<file path="src/hdl/rx_link_pkg.sv">
// Codes assume the TLK2711 byte order: low byte first on the wire; LSB flag marks the low byte
package rx_link_pkg;

    ////////////////////
    // 8b/10b control and data characters
    localparam logic [7:0] k28_5 = 8'hBC;
    localparam logic [7:0] d5_6  = 8'hC5;
    localparam logic [7:0] k27_7 = 8'hFB;
    localparam logic [7:0] k28_2 = 8'h5C;

    // Words as seen on i_rxd
    localparam logic [15:0] sync_word = {d5_6, k28_5};
    localparam logic [15:0] sof_word  = {k28_2, k27_7};
    localparam logic [31:0] head_flag = 32'hEB90_E116;
    localparam logic [15:0] loss_word = 16'hFFFF;

    ////////////////////
    // Bus widths
    localparam int addr_w = 32;
    localparam int len_w  = 16;
    localparam int line_w = 24;
    localparam int dma_w  = 64;
    localparam int keep_w = 8;

    localparam logic [31:0] rx_base_addr_rst   = 32'h5000_0000;
    // About 100 ms at 100 MHz
    localparam logic [23:0] holdoff_cycles_dflt = 24'd10_000_000;

    ////////////////////
    // Parser states
    localparam logic [3:0] st_idle    = 4'd0;
    localparam logic [3:0] st_sync    = 4'd1;
    localparam logic [3:0] st_head    = 4'd2;
    localparam logic [3:0] st_type    = 4'd3;
    localparam logic [3:0] st_line    = 4'd4;
    localparam logic [3:0] st_len     = 4'd5;
    localparam logic [3:0] st_payload = 4'd6;
    localparam logic [3:0] st_check   = 4'd7;
    localparam logic [3:0] st_end1    = 4'd8;
    localparam logic [3:0] st_end2    = 4'd9;

    // Type word fields, high bit first
    typedef struct packed {
        logic [1:0] file_end;
        logic [1:0] channel_id;
        logic [3:0] data_type;
        logic [7:0] line_hi;
    } rx_info_fields_t;

    // Raw view feeds the checksum
    typedef union packed {
        logic [15:0]     raw;
        rx_info_fields_t f;
    } rx_info_word_t;

endpackage

</file>
<file path="src/hdl/loss_holdoff.sv">
// HOLDOFF_CYCLES must be at least 1; a condition seen during the holdoff is ignored
`timescale 1ns/1ps

module loss_holdoff #(
    parameter int unsigned HOLDOFF_CYCLES = rx_link_pkg::holdoff_cycles_dflt
) (
    input  logic clk,
    input  logic i_rst,
    input  logic i_detect_ena,
    input  logic i_loss_cond,
    output logic o_loss
);

    logic [$clog2(HOLDOFF_CYCLES+1)-1:0] timer;
    logic                                hold;

    always_ff @(posedge clk) begin
        if (i_rst || !i_detect_ena) begin
            o_loss <= 1'b0;
            hold   <= 1'b0;
            timer  <= '0;
        end else if (i_loss_cond && !hold) begin
            // Disarm in the same cycle as the pulse
            o_loss <= 1'b1;
            hold   <= 1'b1;
            timer  <= '0;
        end else begin
            o_loss <= 1'b0;
            if (hold) begin
                if (timer == $bits(timer)'(HOLDOFF_CYCLES - 1)) begin
                    hold <= 1'b0;
                end else begin
                    timer <= timer + 1'b1;
                end
            end
        end
    end

endmodule

</file>
<file path="config.mk">
export PLATFORM = sky130hd
export DESIGN_NAME = loss_holdoff
export DESIGN_NICKNAME = d
export VERILOG_FILES = /design/src/hdl/rx_link_pkg.sv /design/src/hdl/loss_holdoff.sv
export SDC_FILE = /design/constraint.sdc
export NUM_CORES = 1
export LEC_CHECK = 0
export BUFFER_PORTS_ARGS = -buffer_cell sky130_fd_sc_hd__buf_2
export CAP_MARGIN = 20
export CORE_MARGIN = 8
export CORE_UTILIZATION = 55
export CTS_CLUSTER_DIAMETER = 30
export DETAILED_ROUTE_END_ITERATION = 10
export PLACE_DENSITY_LB_ADDON = 0.3
export SYNTH_ARGS = -nofsm -noshare
export SYNTH_HDL_FRONTEND = slang
export SYNTH_SLANG_ARGS = --single-unit
</file>
<file path="constraint.sdc">
create_clock -name clk -period 5.94 [get_ports clk]
set_clock_uncertainty 0.15 [all_clocks]
set_input_delay 0.594 -clock clk [delete_from_list [all_inputs] [get_ports clk]]
set_output_delay 0.594 -clock clk [all_outputs]
set_load 0.005 [all_outputs]
</file>
==> flow_metrics.py <==
metrics = {
    "finish": {
        "drive_above_1_share_pct": 8.11,
        "final_common_cell": "dfxtp_1",
        "syn2layout_area_growth_pct": 7.33,
        "final_area_um2": 1300,
        "nets": 154,
        "final_util_pct": 60.6,
        "instances_no_fill": 176,
        "final_cell_mix": "26 x dfxtp_1, 23 x nor2_1, 14 x nand2_1, 14 x xor2_1, 12 x nand3_1",
        "antenna_cells": 0,
    },
    "detailed_routing": {
        "routedWlPerCell_um": 13.7,
        "remaining_drc_errors": 0,
        "m1WireLength_mm": 1.14,
        "vias_per_cell": 5.98,
        "dr_total_vias": 1052,
        "highest_layer": "met4",
        "wl_mm": 2.41,
        "antenna_left": 0,
        "drtIter0Drc": 48,
        "dr_wl_met3_um": 67,
        "wl_met2_mm": 1.17,
        "dr.pass1.iters": 4,
    },
    "placement": {
        "place_ws_ns": 3.59,
        "place_hpwl_mm": 1.68,
        "place_area_um2": 1250,
        "portBuffers": 4,
        "place_inst": 172,
        "place_congestion": 0.883,
    },
    "timing": {
        "layout_setup_ws_ns": 3.61,
        "period_needed_ns": 2.33,
        "period_share_pct": 39.2,
        "rsz0062_at_grt": "false",
        "tightest_slew_ns": 0.883,
        "holdWs_ns": 0.374,
        "hold_violations": 0,
        "final_max_slew_viol_count": 0,
        "clock.fmax_ghz": 0.429,
        "setup_tns_ns": 0,
        "max-slew-margin-rel_pct": 40.6,
        "finalSetupViolCount": 0,
    },
    "clock_network": {
        "tritoncts": "built",
        "clock-sinks": 26,
        "cts-htree-levels": 1,
        "cts_resized": 0,
        "holdBufCountCts": 0,
        "post_cts_buffers": 0,
        "cts-root-buf": "clkbuf_4",
        "path_clk_slew_ns": 0.14,
        "clock_path_buffers": 2,
        "numCtsBuffers": 3,
        "clk-insertion-delay-late_ns": 0.32,
    },
    "synth": {
        "synth-xor-area-share_pct": 10.8,
        "synth-seq-cells": 26,
        "syn-num-nets": 149,
        "avgSynthCellArea_um2": 8.42,
        "synth-async-reset-ratio_pct": 0,
        "synth_top_family_by_area": "simple AND/OR/NAND/NOR gates",
        "netlist_instances": 144,
        "ys_warn_count": 0,
        "synth_mux_area_share_pct": 0,
        "yosys.area_share.simple_pct": 34.3,
        "synth-edff-count": 0,
        "ys.flop_type": "dfxtp_1",
        "syn_area_um2": 1210,
        "synth_cell_types": 34,
        "synth_compound_area_share_pct": 9.08,
        "synthAdderAreaFrac_pct": 1.03,
        "seq_area_frac_synth_pct": 42.9,
    },
    "setup_path": {
        "crit_start": "hold",
        "cp-end-kind": "flip-flop",
        "crit_arrival_ns": 2.37,
        "start_kind": "flip-flop",
        "crit_end": "timer[16]",
        "r2r_cells": 5,
        "cp_max_fo": 13,
        "crit_chain": "nand2_1 -> nor4_1 -> nand3_1 -> xor2_1 -> nor2_1",
        "slowest_delay_ns": 0.76,
        "cp_slowest_cell": "nor4_1",
        "crit_type": "reg2reg",
        "r2r_slack_ns": 3.61,
        "required_ns": 5.98,
        "r2r_end": "timer[16]",
        "reg2reg_from": "hold",
    },
    "power": {
        "p_per_area_nw_per_um2": 234,
        "total_power_uw": 304,
        "max-vdd-ir-drop_uv": 146,
        "leakagePower_nw": 0.414,
    },
    "floorplan": {
        "start_util_pct": 56.4,
        "fp.dieW_um": 63.0,
        "rows": 17,
        "core_region_area_um2": 2150,
        "pin_count": 5,
        "die_h_um": 63.0,
        "dieArea_um2": 3960,
    },
    "global_routing": {
        "grtUsageTotal_pct": 12.7,
        "grt_pass1_vias": 971,
        "grt_max_degree": 24,
        "antenna_found_initial": 0,
        "grt_pass1_wl_mm": 4.23,
        "grt_overflow": 0,
    },
    "min_path": {
        "hold_class": "reg2reg",
        "worst_hold_startpoint": "timer[9]",
    },
    "outcome": {
        "status": "completed",
    },
    "run": {
        "cap_violations": 0,
    },
}
cells in the mapped netlist (all sizes together), types with 2 or more instances:
master,count,area (um2)
nand2b,3,18.8
o21ai,6,33.8
xor2,14,123
a21oi,6,30.0
o211ai,3,22.5
nand2,14,52.6
nor4,2,18.8
dfxtp,26,521
buf,3,15.0
or4,5,41.3
nor4b,2,17.5
or3,3,18.8
nor2,23,86.3
nor3,3,15.0
nand4,7,50.1
nand3,12,60.1
sequential cells by signal, summed over array words and instances (netlist names):
name,flops
hold,1
o_loss,1
timer,24
worst max-delay path, delay by kind of cell, from the launching register on:
family           cells  cell delay, ns
XOR/XNOR             1            0.18
flip-flops           1            0.64
AND/OR/NAND/NOR      4            1.22
where the power goes:
| group | switching [mW] | leakage [nW] | total, mW | internal (mW) |
|---|---|---|---|---|
| logic | 0.00499 | 0.177 | 0.00717 | 0.00218 |
| registers | 0.00146 | 0.210 | 0.177 | 0.175 |
| clock network | 0.0519 | 0.0279 | 0.120 | 0.0683 |
cells by family after synthesis:
kind of cell	count (synthesis)
simple gates	79
flops	26
compound gates	18
xor+xnor	15
buf+inv	5
fa+ha+maj	1
how the worst min path moves through the flow:
stage | to | slack (ns) | cells after the start
finish | timer[9] | 0.37 | 2
global route | timer[9] | 0.42 | 2
CTS | timer[9] | 0.38 | 2
detailed placement | timer[9] | 0.36 | 2
global placement | timer[9] | 0.34 | 2
floorplan | timer[23] | 0.32 | 2
area by class of cell:
| type | count | area, um2 |
|---|---|---|
| Clock inverter | 1 | 30.0 |
| Inverter | 1 | 3.75 |
| Multi-Input combinational cell | 113 | 669 |
| Sequential cell | 26 | 520 |
| Tap cell | 28 | 35.0 |
| Clock buffer | 3 | 22.5 |
| Fill cell | 200 | 847 |
| Timing Repair Buffer | 4 | 20.0 |
per-layer routing:
layer / up-vias / track usage (%)
li1: 520 / -
met4: 0 / 5.13
met2: 14 / 21.0
met5: - / 0
met1: 514 / 15.5
met3: 4 / 2.69
No activity file was read; power rests on OpenSTA's default activity.
