===== config.mk =====
export PLATFORM = sky130hd
export DESIGN_NAME = rx_dma_cmd_flat
export DESIGN_NICKNAME = d
export VERILOG_FILES = /design/src/hdl/rx_link_pkg.sv /design/src/hdl/rx_frame_if.sv /design/src/hdl/rx_dma_cmd.sv /design/src/flat_wrapper.sv
export SDC_FILE = /design/constraint.sdc
export NUM_CORES = 1
export LEC_CHECK = 0
export BUFFER_PORTS_ARGS = -buffer_cell sky130_fd_sc_hd__buf_2
export CORE_ASPECT_RATIO = 2
export CORE_MARGIN = 5
export CORE_UTILIZATION = 50
export CTS_CLUSTER_DIAMETER = 150
export DETAILED_ROUTE_END_ITERATION = 16
export GPL_ROUTABILITY_DRIVEN = 0
export GPL_TIMING_DRIVEN = 0
export PLACE_DENSITY_LB_ADDON = 0.3
export SLEW_MARGIN = 20
export SYNTH_ARGS = -nofsm -noshare
export SYNTH_HDL_FRONTEND = slang
export SYNTH_SLANG_ARGS = --single-unit

===== constraint.sdc =====
create_clock -name clk -period 2.7 [get_ports clk]
set_input_delay 0 -clock clk [delete_from_list [all_inputs] [get_ports clk]]
set_output_delay 0 -clock clk [all_outputs]
set_load 0.005 [all_outputs]

===== src/hdl/rx_link_pkg.sv =====
// Codes assume the TLK2711 byte order: low byte first on the wire; LSB flag marks the low byte
package rx_link_pkg;

    ////////////////////
    // 8b/10b control and data characters
    localparam logic [7:0] k28_5 = 8'hBC;
    localparam logic [7:0] d5_6  = 8'hC5;
    localparam logic [7:0] k27_7 = 8'hFB;
    localparam logic [7:0] k28_2 = 8'h5C;

    // Words as seen on i_rxd
    localparam logic [15:0] sync_word = {d5_6, k28_5};
    localparam logic [15:0] sof_word  = {k28_2, k27_7};
    localparam logic [31:0] head_flag = 32'hEB90_E116;
    localparam logic [15:0] loss_word = 16'hFFFF;

    ////////////////////
    // Bus widths
    localparam int addr_w = 32;
    localparam int len_w  = 16;
    localparam int line_w = 24;
    localparam int dma_w  = 64;
    localparam int keep_w = 8;

    localparam logic [31:0] rx_base_addr_rst   = 32'h5000_0000;
    // About 100 ms at 100 MHz
    localparam logic [23:0] holdoff_cycles_dflt = 24'd10_000_000;

    ////////////////////
    // Parser states
    localparam logic [3:0] st_idle    = 4'd0;
    localparam logic [3:0] st_sync    = 4'd1;
    localparam logic [3:0] st_head    = 4'd2;
    localparam logic [3:0] st_type    = 4'd3;
    localparam logic [3:0] st_line    = 4'd4;
    localparam logic [3:0] st_len     = 4'd5;
    localparam logic [3:0] st_payload = 4'd6;
    localparam logic [3:0] st_check   = 4'd7;
    localparam logic [3:0] st_end1    = 4'd8;
    localparam logic [3:0] st_end2    = 4'd9;

    // Type word fields, high bit first
    typedef struct packed {
        logic [1:0] file_end;
        logic [1:0] channel_id;
        logic [3:0] data_type;
        logic [7:0] line_hi;
    } rx_info_fields_t;

    // Raw view feeds the checksum
    typedef union packed {
        logic [15:0]     raw;
        rx_info_fields_t f;
    } rx_info_word_t;

endpackage


===== src/hdl/rx_frame_if.sv =====
// No handshake here; strobes are one cycle wide and the consumers must always accept them
`timescale 1ns/1ps

interface rx_frame_if;
    import rx_link_pkg::*;

    logic             word_valid;
    logic [15:0]      word;
    logic             len_valid;
    logic [len_w-1:0] frame_len;
    logic             frame_end;
    logic             in_frame;

    modport parser (
        output word_valid, word, len_valid, frame_len, frame_end, in_frame
    );

    modport cmd (
        input len_valid, frame_len, frame_end
    );

    modport pack (
        input word_valid, word, frame_end
    );

endinterface


===== src/hdl/rx_dma_cmd.sv =====
// One command per frame; a new length word overwrites a command that was never acknowledged
`timescale 1ns/1ps

module rx_dma_cmd (
    input  logic                                              clk,
    input  logic                                              i_rst,
    rx_frame_if.cmd                                           frame,
    input  logic                                              i_rx_start,
    input  logic [rx_link_pkg::addr_w-1:0]                    i_rx_base_addr,
    input  logic                                              i_wr_cmd_ack,
    output logic                                              o_wr_cmd_req,
    output logic [rx_link_pkg::addr_w+rx_link_pkg::len_w-1:0] o_wr_cmd_data
);
    import rx_link_pkg::*;

    logic [addr_w-1:0] wr_addr;
    logic [len_w-1:0]  wr_len;
    logic [len_w-4:0]  len_units;

    // Round up to whole 8-byte DMA beats
    assign len_units = frame.frame_len[len_w-1:3] + (|frame.frame_len[2:0]);

    always_ff @(posedge clk) begin
        if (i_rst) begin
            o_wr_cmd_req <= 1'b0;
            wr_len       <= '0;
        end else if (frame.len_valid) begin
            o_wr_cmd_req <= 1'b1;
            wr_len       <= {len_units, 3'b000};
        end else if (i_wr_cmd_ack) begin
            o_wr_cmd_req <= 1'b0;
        end
    end

    // Next frame lands right after the previous one
    always_ff @(posedge clk) begin
        if (i_rst) begin
            wr_addr <= rx_base_addr_rst;
        end else if (i_rx_start) begin
            wr_addr <= i_rx_base_addr;
        end else if (frame.frame_end) begin
            wr_addr <= wr_addr + {{(addr_w-len_w){1'b0}}, wr_len};
        end
    end

    // Address high, byte count low
    assign o_wr_cmd_data = {wr_addr, wr_len};

endmodule


===== src/flat_wrapper.sv =====
// flat-port wrapper written by rule: the top's interface ports become plain ports
module rx_dma_cmd_flat import rx_link_pkg::*;
  (clk, i_rst, i_rx_start, i_rx_base_addr, i_wr_cmd_ack, o_wr_cmd_req, o_wr_cmd_data, frame_len_valid, frame_frame_len, frame_frame_end);
  rx_frame_if frame_i ();
  input  logic clk;
  input  logic i_rst;
  input  logic i_rx_start;
  input  logic [rx_link_pkg::addr_w-1:0] i_rx_base_addr;
  input  logic i_wr_cmd_ack;
  output logic o_wr_cmd_req;
  output logic [rx_link_pkg::addr_w+rx_link_pkg::len_w-1:0] o_wr_cmd_data;
  input wire logic [$bits(frame_i.len_valid)-1:0] frame_len_valid;
  input wire logic [$bits(frame_i.frame_len)-1:0] frame_frame_len;
  input wire logic [$bits(frame_i.frame_end)-1:0] frame_frame_end;
  assign frame_i.len_valid = frame_len_valid;
  assign frame_i.frame_len = frame_frame_len;
  assign frame_i.frame_end = frame_frame_end;
  rx_dma_cmd u_core (.clk(clk), .i_rst(i_rst), .frame(frame_i), .i_rx_start(i_rx_start), .i_rx_base_addr(i_rx_base_addr), .i_wr_cmd_ack(i_wr_cmd_ack), .o_wr_cmd_req(o_wr_cmd_req), .o_wr_cmd_data(o_wr_cmd_data));
endmodule

==> impl_results.md <==
* Outcome: complete, no violations
* Vias at 3,348
* Area grow syn2layout at 35.0%
* Wl on met1 at 3.35 mm
* Max-slew headroom at 47.3%
* Layout cells sized above 1 at 24.4%
* Main synth FF type: dfxtp_1
* Drt pass-1 iters at 5
* Vias in the first global route at 3,215
* Kind of critical path: register to register
* Hpwl dp at 7.36 mm
* Register area share after synthesis at 31.6%
* Die Y at 118 microns
* Final antenna-violating net count at 0
* Met2 WL post-DR at 5.39 mm
* Row count at 39
* # IOs at 103
* Pleak at 1.77 nW
* Crit path max-delay family: compound AO/OA/AOI/OAI gates
* Cells along the critical path: ha_1 -> o21a_1 -> o21ai_0 -> a2111o_1 -> buf_4 -> a2111oi_2 -> xnor2_1 -> a211oi_2
* Clk sinks at 46
* HP Class: primary input to register
* Register bit total from synthesis at 46
* WL per Instance at 17.6 microns
* Routed vias/inst at 6.02
* Die width at 64.0 microns
* Final hold viol count at 0
* Synth Instances at 358
* Antenna violations before repair at 0
* DRT iter0 DRCs at 214
* Crit end category: register
* Mapped Area at 2910 sq um
* First-pass GRT wire length at 15.0 mm
* Met3 wire length at 616 microns
* Period minus WS final at 2610 ps
* CTS tree: yes
* Tot Pwr at 0.00188 W
* Synth top area share at 31.6%
* Fin crit share at 96.7%
* Worst Skew at 5.83 ps
* Clock transition at path regs at 70 ps
* Inserted Clock Buffers at 5
* Final setup violation count at 0
* Clock latency on the worst-skew pair at 300 ps
* Post-Route WL at 9.77 mm
* Fin area at 3930 sq um
* Peak supply drop at 0.618 mV
* Total core area at 5710 sq um
* Initial Utilization at 51.0%
* Root Driver: clkbuf_16
* H-tree levels at 2
* Crit-path slowest cell: a2111o_1
* Inserted Diodes at 0
* Number of synthesized flops with an enable pin at 0
* GRT overflow at 0
* Largest area contributor in the synthesized netlist: dfxtp_1
* Total global-route track usage at 25.0%
* Buffers and inverters on the worst path at 1
* Max FO, Critical Path at 7
* DRC at 0
* Syn avg cell area at 8.14 sq um
* Cell variety after synth at 45
* Largest net degree at the start of global routing at 15
* Ranking of synthesized cells by area: dfxtp_1 (32%), a211oi_1 (7.0%), ha_1 (6.4%), nor2_1 (5.9%), a21oi_1 (5.7%)
* Max stage delay on crit path at 570 ps
* Final nets at 564
* Worst-margin pin slew at 787 ps
* DIE AREA at 7540 sq um
* Port-buffer cells at 98
* Dpl cell area at 3490 sq um
* Total number of yosys warnings at 0
* Max Freq at 383 MHz
* Crit start category: register
* Longest Clk Path Bufs at 2
* Asr flop ratio synth at 0%
* Critical path data arrival time at 2830 ps
* Critical path required time at 2920 ps
* Final Max Slew Viols at 0
* Pwr dens at 478 nW/um^2
* Max-Cap Viols at 0
* Top layer in use: met4
cells in the mapped netlist (all sizes together), types with 2 or more instances:
cell type	instances
dfxtp	46
nor2	46
a21oi	33
a211oi	28
nand2	23
xnor2	18
clkbuf	16
ha	15
nand3	12
and3	10
o21ai	10
xor2	10
a21o	9
inv	9
mux2i	8
nand4	6
or3	6
nor3	5
nor4	5
a311oi	4
buf	4
o21a	4
a31oi	3
a2111o	2
a2111oi	2
a211o	2
a221oi	2
a41oi	2
and2	2
and4	2
mux2	2
nor4b	2
o211ai	2
o31ai	2
where the power goes:
part,switching (W),total [W],leakage (nW),internal [W]
clock,0.000280,0.000647,0.0729,0.000367
combinational,0.000235,0.000446,1.31,0.000211
sequential,0.0000566,0.000787,0.382,0.000730
cells by family (layout without fill, tap and decap cells):
family | after synthesis | in the layout | share of synthesized area (%)
AND/OR/NAND/NOR | 119 | 119 | 19.5
AO/OA/AOI/OAI | 108 | 108 | 25.5
flip-flops | 46 | 46 | 31.6
buffers and inverters | 30 | 165 | 4.25
XOR/XNOR | 28 | 28 | 8.42
adder cells (fa/ha/maj) | 16 | 16 | 7.13
multiplexers | 10 | 10 | 3.52
other | 1 | 3 | 0.129
final timing paths:
kind                      startpoint            endpoint  slack (ps)  cells after the start
setup / recovery  u_core.wr_addr[10]  u_core.wr_addr[29]          90                      8
hold / removal    i_rx_base_addr[20]  u_core.wr_addr[20]           1                      3
setup reg to reg  u_core.wr_addr[10]  u_core.wr_addr[29]          90                      8
hold reg to reg    u_core.wr_addr[2]   u_core.wr_addr[2]         510                      2
state kept, by name, indices dropped and copies added (netlist names):
register / count
u_core.wr_addr: 32
u_core.wr_len: 13
u_core.o_wr_cmd_req: 1
cell usage in the layout, fill, tap and decap left out, drive strengths merged, types with 3 or more instances in the layout:
| cell type | n |
|---|---|
| or3 | 6 |
| conb | 3 |
| buf | 106 |
| a211oi | 28 |
| ha | 15 |
| xnor2 | 18 |
| inv | 9 |
| nand2 | 23 |
| a21o | 9 |
| nand3 | 12 |
| nand4 | 6 |
| dfxtp | 46 |
| a311oi | 4 |
| clkbuf | 22 |
| xor2 | 10 |
| o21a | 4 |
| mux2i | 8 |
| nor4 | 5 |
| a21oi | 33 |
| and3 | 10 |
| o21ai | 10 |
| nor2 | 46 |
| dlygate4sd3 | 25 |
| a31oi | 3 |
| nor3 | 5 |
per-layer routing:
metal / up-vias / global-route usage, %
met3: 37 / 5.35
met4: 0 / 13.8
met1: 1578 / 23.3
met5: - / 0
met2: 145 / 47.5
li1: 1588 / -
layout make-up:
cell class / count / area, sq um
buffer: 20 / 86.3
clock buffer: 6 / 139
clock inverter: 2 / 12.5
fill: 473 / 1780
inverter: 10 / 37.5
multi-input combinational: 284 / 1890
sequential: 46 / 921
tap: 61 / 76.3
timing repair buffer: 127 / 771
worst min-delay path, delay by kind of cell:
family                 cells  cell delay (ps)
AOI/OAI and AO/OA          2              180
buffers and inverters      1               80
stage by stage:
stage,instances,TNS (ps),hold slack [ps],worst slack (ps),utilization (%)
2_1_floorplan,360,0,143,302,-
3_3_place_gp,519,-7.70,229,-7.70,61.1
3_5_place_dp,519,-67.6,240,-42.1,61.1
4_1_cts,552,0,0.736,47.9,68.3
5_1_grt,556,-4.27,12.9,-4.27,68.9
6_report,556,0,1.27,89.1,68.9
what timing repair did:
action / CTS / global route
endpoints found under the hold margin: 25 / 0
endpoints found under the setup margin: 4 / 4
cloned: 0 / 0
setup buffers: 0 / 4
gates resized for setup: 1 / 2
pin swaps: 0 / 2
hold buffers: 25 / 0
Power figures use the tool's default switching activity.
