`src/hdl/rx_link_pkg.sv`:
```
// Codes assume the TLK2711 byte order: low byte first on the wire; LSB flag marks the low byte
package rx_link_pkg;

    ////////////////////
    // 8b/10b control and data characters
    localparam logic [7:0] k28_5 = 8'hBC;
    localparam logic [7:0] d5_6  = 8'hC5;
    localparam logic [7:0] k27_7 = 8'hFB;
    localparam logic [7:0] k28_2 = 8'h5C;

    // Words as seen on i_rxd
    localparam logic [15:0] sync_word = {d5_6, k28_5};
    localparam logic [15:0] sof_word  = {k28_2, k27_7};
    localparam logic [31:0] head_flag = 32'hEB90_E116;
    localparam logic [15:0] loss_word = 16'hFFFF;

    ////////////////////
    // Bus widths
    localparam int addr_w = 32;
    localparam int len_w  = 16;
    localparam int line_w = 24;
    localparam int dma_w  = 64;
    localparam int keep_w = 8;

    localparam logic [31:0] rx_base_addr_rst   = 32'h5000_0000;
    // About 100 ms at 100 MHz
    localparam logic [23:0] holdoff_cycles_dflt = 24'd10_000_000;

    ////////////////////
    // Parser states
    localparam logic [3:0] st_idle    = 4'd0;
    localparam logic [3:0] st_sync    = 4'd1;
    localparam logic [3:0] st_head    = 4'd2;
    localparam logic [3:0] st_type    = 4'd3;
    localparam logic [3:0] st_line    = 4'd4;
    localparam logic [3:0] st_len     = 4'd5;
    localparam logic [3:0] st_payload = 4'd6;
    localparam logic [3:0] st_check   = 4'd7;
    localparam logic [3:0] st_end1    = 4'd8;
    localparam logic [3:0] st_end2    = 4'd9;

    // Type word fields, high bit first
    typedef struct packed {
        logic [1:0] file_end;
        logic [1:0] channel_id;
        logic [3:0] data_type;
        logic [7:0] line_hi;
    } rx_info_fields_t;

    // Raw view feeds the checksum
    typedef union packed {
        logic [15:0]     raw;
        rx_info_fields_t f;
    } rx_info_word_t;

endpackage

```
`src/hdl/rx_frame_if.sv`:
```
// No handshake here; strobes are one cycle wide and the consumers must always accept them
`timescale 1ns/1ps

interface rx_frame_if;
    import rx_link_pkg::*;

    logic             word_valid;
    logic [15:0]      word;
    logic             len_valid;
    logic [len_w-1:0] frame_len;
    logic             frame_end;
    logic             in_frame;

    modport parser (
        output word_valid, word, len_valid, frame_len, frame_end, in_frame
    );

    modport cmd (
        input len_valid, frame_len, frame_end
    );

    modport pack (
        input word_valid, word, frame_end
    );

endinterface

```
`src/hdl/rx_frame_parser.sv`:
```
// Frame length must be even and at least 2 bytes; a missing head flag keeps the FSM waiting
`timescale 1ns/1ps

module rx_frame_parser (
    input  logic                            clk,
    input  logic                            i_rst,
    input  logic                            i_rkmsb,
    input  logic                            i_rklsb,
    input  logic [15:0]                     i_rxd,
    rx_frame_if.parser                      frame,
    output logic [3:0]                      o_data_type,
    output logic [1:0]                      o_channel_id,
    output logic                            o_file_end_flag,
    output logic [rx_link_pkg::line_w-1:0]  o_frame_num,
    output logic [rx_link_pkg::len_w-1:0]   o_frame_len,
    output logic                            o_checksum_flag
);
    import rx_link_pkg::*;

    logic [3:0]       state;
    logic [3:0]       state_nxt;
    logic [15:0]      prev_rxd;
    logic [15:0]      csum;
    logic [len_w-2:0] word_cnt;
    logic             sync_hit;
    logic             sof_hit;
    logic             last_word;
    rx_info_word_t    info;

    assign info.raw  = i_rxd;
    // Only the low byte of the sync word is a K character
    assign sync_hit  = ~i_rkmsb & i_rklsb & (i_rxd == sync_word);
    assign sof_hit   = i_rkmsb & i_rklsb & (i_rxd == sof_word);
    assign last_word = (word_cnt == o_frame_len[len_w-1:1] - 1'b1);

    ////////////////////
    // Frame FSM

    always_ff @(posedge clk) begin
        if (i_rst) begin
            state <= st_idle;
        end else begin
            state <= state_nxt;
        end
    end

    always_comb begin
        state_nxt = state;
        case (state)
            st_idle: begin
                if (sync_hit) begin
                    state_nxt = st_sync;
                end
            end
            st_sync: begin
                if (sof_hit) begin
                    state_nxt = st_head;
                end
            end
            st_head: begin
                // Flag spans the previous and the current word
                if ({prev_rxd, i_rxd} == head_flag) begin
                    state_nxt = st_type;
                end
            end
            st_type:    state_nxt = st_line;
            st_line:    state_nxt = st_len;
            st_len:     state_nxt = st_payload;
            st_payload: begin
                if (last_word) begin
                    state_nxt = st_check;
                end
            end
            st_check:   state_nxt = st_end1;
            st_end1:    state_nxt = st_end2;
            default:    state_nxt = st_idle;
        endcase
    end

    always_ff @(posedge clk) begin
        prev_rxd <= i_rxd;
    end

    always_ff @(posedge clk) begin
        if (i_rst) begin
            word_cnt <= '0;
        end else if (state == st_payload) begin
            word_cnt <= word_cnt + 1'b1;
        end else begin
            word_cnt <= '0;
        end
    end

    ////////////////////
    // Header capture

    always_ff @(posedge clk) begin
        if (i_rst) begin
            o_data_type     <= '0;
            o_channel_id    <= '0;
            o_file_end_flag <= 1'b0;
            o_frame_num     <= '0;
            o_frame_len     <= '0;
        end else begin
            if (state == st_type) begin
                o_file_end_flag    <= info.f.file_end[0];
                o_channel_id       <= info.f.channel_id;
                o_data_type        <= info.f.data_type;
                o_frame_num[23:16] <= info.f.line_hi;
            end
            if (state == st_line) begin
                o_frame_num[15:0] <= i_rxd;
            end
            if (state == st_len) begin
                o_frame_len <= i_rxd;
            end
        end
    end

    // Sum of type, line, length and payload words, mod 2^16
    always_ff @(posedge clk) begin
        if (state == st_head) begin
            csum <= '0;
        end else if (state inside {st_type, st_line, st_len, st_payload}) begin
            csum <= csum + info.raw;
        end
    end

    // Result holds until the next frame is found
    always_ff @(posedge clk) begin
        if (i_rst) begin
            o_checksum_flag <= 1'b0;
        end else if ((state == st_idle) && sync_hit) begin
            o_checksum_flag <= 1'b0;
        end else if (state == st_check) begin
            o_checksum_flag <= (csum != i_rxd);
        end
    end

    ////////////////////
    // Events to the DMA side

    assign frame.word_valid = (state == st_payload);
    assign frame.word       = i_rxd;
    assign frame.len_valid  = (state == st_len);
    assign frame.frame_len  = i_rxd;
    assign frame.in_frame   = (state >= st_type) && (state <= st_check);

    always_ff @(posedge clk) begin
        if (i_rst) begin
            frame.frame_end <= 1'b0;
        end else begin
            frame.frame_end <= (state == st_check);
        end
    end

endmodule

```
`src/flat_wrapper.sv`:
```
// flat-port wrapper written by rule: the top's interface ports become plain ports
module rx_frame_parser_flat import rx_link_pkg::*;
  (clk, i_rst, i_rkmsb, i_rklsb, i_rxd, o_data_type, o_channel_id, o_file_end_flag, o_frame_num, o_frame_len, o_checksum_flag, frame_word_valid, frame_word, frame_len_valid, frame_frame_len, frame_frame_end, frame_in_frame);
  rx_frame_if frame_i ();
  input  logic clk;
  input  logic i_rst;
  input  logic i_rkmsb;
  input  logic i_rklsb;
  input  logic [15:0] i_rxd;
  output logic [3:0] o_data_type;
  output logic [1:0] o_channel_id;
  output logic o_file_end_flag;
  output logic [rx_link_pkg::line_w-1:0] o_frame_num;
  output logic [rx_link_pkg::len_w-1:0] o_frame_len;
  output logic o_checksum_flag;
  output wire logic [$bits(frame_i.word_valid)-1:0] frame_word_valid;
  output wire logic [$bits(frame_i.word)-1:0] frame_word;
  output wire logic [$bits(frame_i.len_valid)-1:0] frame_len_valid;
  output wire logic [$bits(frame_i.frame_len)-1:0] frame_frame_len;
  output wire logic [$bits(frame_i.frame_end)-1:0] frame_frame_end;
  output wire logic [$bits(frame_i.in_frame)-1:0] frame_in_frame;
  assign frame_word_valid = frame_i.word_valid;
  assign frame_word = frame_i.word;
  assign frame_len_valid = frame_i.len_valid;
  assign frame_frame_len = frame_i.frame_len;
  assign frame_frame_end = frame_i.frame_end;
  assign frame_in_frame = frame_i.in_frame;
  rx_frame_parser u_core (.clk(clk), .i_rst(i_rst), .i_rkmsb(i_rkmsb), .i_rklsb(i_rklsb), .i_rxd(i_rxd), .frame(frame_i), .o_data_type(o_data_type), .o_channel_id(o_channel_id), .o_file_end_flag(o_file_end_flag), .o_frame_num(o_frame_num), .o_frame_len(o_frame_len), .o_checksum_flag(o_checksum_flag));
endmodule
```
`config.mk`:
```
export PLATFORM = sky130hd
export DESIGN_NAME = rx_frame_parser_flat
export DESIGN_NICKNAME = d
export VERILOG_FILES = /design/src/hdl/rx_link_pkg.sv /design/src/hdl/rx_frame_if.sv /design/src/hdl/rx_frame_parser.sv /design/src/flat_wrapper.sv
export SDC_FILE = /design/constraint.sdc
export NUM_CORES = 1
export LEC_CHECK = 0
export ABC_CLOCK_PERIOD_IN_PS = 2400
export BUFFER_PORTS_ARGS = -buffer_cell sky130_fd_sc_hd__clkbuf_2
export CAP_MARGIN = 20
export CELL_PAD_IN_SITES_DETAIL_PLACEMENT = 1
export CELL_PAD_IN_SITES_GLOBAL_PLACEMENT = 1
export CORE_AREA = 2 2 115 117
export DETAILED_ROUTE_END_ITERATION = 12
export DIE_AREA = 0 0 117 119
export GPL_TIMING_DRIVEN = 0
export PLACE_DENSITY_LB_ADDON = 0.1
export REMOVE_ABC_BUFFERS = 1
export SLEW_MARGIN = 20
export SYNTH_ARGS = -nofsm -noshare
export SYNTH_HDL_FRONTEND = slang
export SYNTH_SLANG_ARGS = --single-unit
export TNS_END_PERCENT = 30
```
`constraint.sdc`:
```
create_clock -name clk -period 2.4 [get_ports clk]
set_input_delay 0.24 -clock clk [delete_from_list [all_inputs] [get_ports clk]]
set_output_delay 0.24 -clock clk [all_outputs]
set_load 0.02 [all_outputs]
```
==> flow_summary.toml <==
[run_status]
status = "complete, no violations"

[logic_synthesis]
synthMuxAreaShare_pct = 1.00
synth_edf_count = 0
yosys_warnings = 0
ys_types = 56
netlist_area_um2 = 4990
synth_top_area_cell = "dfxtp_1"
synth-simple-area-share_pct = 24.3
netlist_instances = 622
synth_xor_area_share_pct = 6.84
synthArstFlopShare_pct = 0
synth.area.top_cells = "dfxtp_1 40%, nand2_1 9.6%, a21oi_1 6.6%, buf_4 4.8%, ha_1 4.3%"
synth_top_family_by_area = "simple AND/OR/NAND/NOR gates"
yosys_most_used_dff = "dfxtp_1"
synth.avg_cell_area_um2 = 8.03
synthAdderAreaFrac_pct = 4.66
yosysSeqAreaShare_pct = 40.1
synth_top_area_share_pct = 40.1
synth_seq_cells = 100
synth-compound-area-share_pct = 15.1

[critical_path]
critical_path_required_ns = 2.68
start_kind = "flop"
r2r_slack_ns = 0.09
crit_path_end = "u_core.state[0]"
r2r_end = "u_core.state[0]"
worstSetupPathType = "reg -> reg"
reg2reg_depth = 7
worstPathMaxFanout = 9
reg2reg_from = "u_core.o_frame_len[5]"
end_kind = "flop"
startpoint = "u_core.o_frame_len[5]"
worst_ep_arrival_time_ns = 2.59

[clock_tree]
clk_path_buf_depth = 2
cts.sink_count = 100
htree_num_levels = 3
cts_hold_buf = 0
numCtsBuffers = 9
post_cts_buffers = 0
cts.clk_slew.worst_paths_ns = 0.07
cts_tree = "built"
cts_root_buf = "clkbuf_16"
clk_latency_ns = 0.35

[place]
io_buffers = 103
dp_hpwl_um = 10300
dpl_cell_area_um2 = 5370
gp_congestion = 0.830

[drt]
drt_iter0_markers = 186
drt-total-wl_um = 14500
drt-pass1-iter-count = 4
vias = 4494
drc = 0
drtAntennaViolNets = 0
post_drt_wl_per_cell_um = 17.0
viasPerCell = 5.26

[hold_path]
hp-class = "in -> reg"

[floorplan]
die_y_um = 119
rows = 42
die_x_um = 117
start_util_pct = 38.8
dieArea_um2 = 13900
ios = 104
coreArea_um2 = 12900

[sta]
clock_skew_ns = 0.00549
maxSlewHeadroom_pct = 30.0
worst_pin_slew_ns = 1.05
fin_crit_ns = 2.31
slew_violations = 0
setup_violations = 0
rsz0062_at_grt = "no"
fmax_ghz = 0.433
hold_slack_ns = 0.173
period_share_pct = 96.3
hold_viol_final = 0

[pwr]
p_clk_share_pct = 36.0
pwr-share-seq_pct = 44.4
leakagePower_nw = 2.27
combPwrFrac_pct = 19.6
power_w = 0.00402
cellPowerDensity_nw_per_um2 = 708
irDropWorstVdd_mv = 0.318
swShare_pct = 28.8
p_switching_w = 0.00116
p_int_w = 0.00286

[grt]
globalRouteOverflowTotal = 0
grt_usage_pct = 21.6
grt_pass1_wl_um = 23500
antenna_found_initial = 0
grt_max_degree = 56
grt_pass1_vias = 4467

[final_layout]
nets = 713
syn2layout_area_growth_pct = 13.9
layout-drive-gt1-share_pct = 18.7
n_antenna_cell = 0
final_cell_mix = "127 x nand2_1, 102 x clkbuf_2, 100 x dfxtp_1"
nFillCells = 1602
final_common_cell = "nand2_1"
design_area_um2 = 5690

[run]
maxCapViolations = 0
-- stage by stage --
step,TNS (ns),setup WS [ns],util (%),cells
after floorplan,0,0.191,-,561
after global placement,-0.00333,-0.00333,41.7,840
after detailed placement,-0.128,-0.0521,41.7,840
after CTS,0,0.0388,44.0,855
after global routing,0,0.00300,44.2,855
final,0,0.0889,44.2,855
-- cell type report --
| type | count | area (µm²) | share of cell area (%) |
|---|---|---|---|
| multi-input combinational | 449 | 2620 | 46.0 |
| sequential | 100 | 2000 | 35.2 |
| timing repair buffer | 103 | 515 | 9.07 |
| clock buffer | 11 | 233 | 4.09 |
| tap | 176 | 220 | 3.87 |
| clock inverter | 4 | 51.3 | 0.902 |
| inverter | 12 | 46.3 | 0.814 |
-- sequential cells by signal, summed over array words and instances (netlist names) --
register and flops:
u_core.state 4, u_core.o_frame_len 16, u_core.o_frame_num 24, u_core.word_cnt 15, u_core.frame.frame_end 1, u_core.o_file_end_flag 1, u_core.csum 16, u_core.o_channel_id 2
u_core.prev_rxd 16, u_core.o_data_type 4, u_core.o_checksum_flag 1
-- Yosys cell counts (4+ instances only) --
cell type and n:
a21oi_1 66, xnor2_1 22, buf_4 32, and2_1 5, nor2_1 43, a31oi_1 10, ha_1 17, nand4_1 5
nor4_1 8, xor2_1 17, dfxtp_1 100, clkbuf_1 26, nand2b_1 4, nor3_1 13, o21a_1 6, a211oi_1 6
and3_1 4, inv_1 11, nor2b_1 7, o21ai_0 19, nand3_1 20, nand2_1 128, a21o_1 6, mux2i_1 5
-- power by group through the flow --
stage | sequential, W | clock, W | combinational [W]
after detailed placement | 0.00183 | 0 | 0.000786
after CTS | 0.00179 | 0.00150 | 0.000792
after floorplan | 0.00181 | 0 | 0.000519
final | 0.00179 | 0.00145 | 0.000789
after global routing | 0.00180 | 0.00157 | 0.000888
after global placement | 0.00182 | 0 | 0.000758
-- worst min-delay path by stage --
stage | startpoint | endpoint | slack, ns | depth (start not counted)
floorplan | i_rxd[0] | u_core.prev_rxd[0] | 0.27 | 0
global placement | u_core.csum[7] | u_core.csum[7] | 0.44 | 2
detailed placement | u_core.o_data_type[2] | u_core.o_data_type[2] | 0.45 | 2
CTS | i_rxd[13] | u_core.prev_rxd[13] | 0.17 | 1
global route | i_rxd[13] | u_core.prev_rxd[13] | 0.17 | 1
finish | i_rxd[13] | u_core.prev_rxd[13] | 0.17 | 1
-- layer usage --
metal / up-vias / routed length (µm) / global-route usage (%)
met4: 0 / 156 / 4.85
met1: 2206 / 6390 / 27.4
met3: 10 / 521 / 4.63
li1: 2217 / - / -
met2: 61 / 7440 / 37.3
met5: - / 0 / 0
-- timing repair --
action | CTS | global route
gates resized for setup | 2 | 6
pin swaps | 0 | 1
endpoints found under the setup margin | 1 | 3
endpoints found under the hold margin | 0 | 0
-- worst max-delay path, stage by stage, from the launching register on --
cell,delay [ns]
dfxtp_1,0.40
or4_4,0.60
o31a_1,0.31
o21ai_0,0.14
o21ai_1,0.08
o21a_1,0.18
a2111o_1,0.40
a21oi_2,0.14
-- kinds of logic after synthesis --
family          after synthesis
compound gates              128
flops                       100
buf+inv                      73
xor+xnor                     39
mux                           5
fa+ha+maj                    18
simple gates                259
Power figures use the tool's default switching activity.
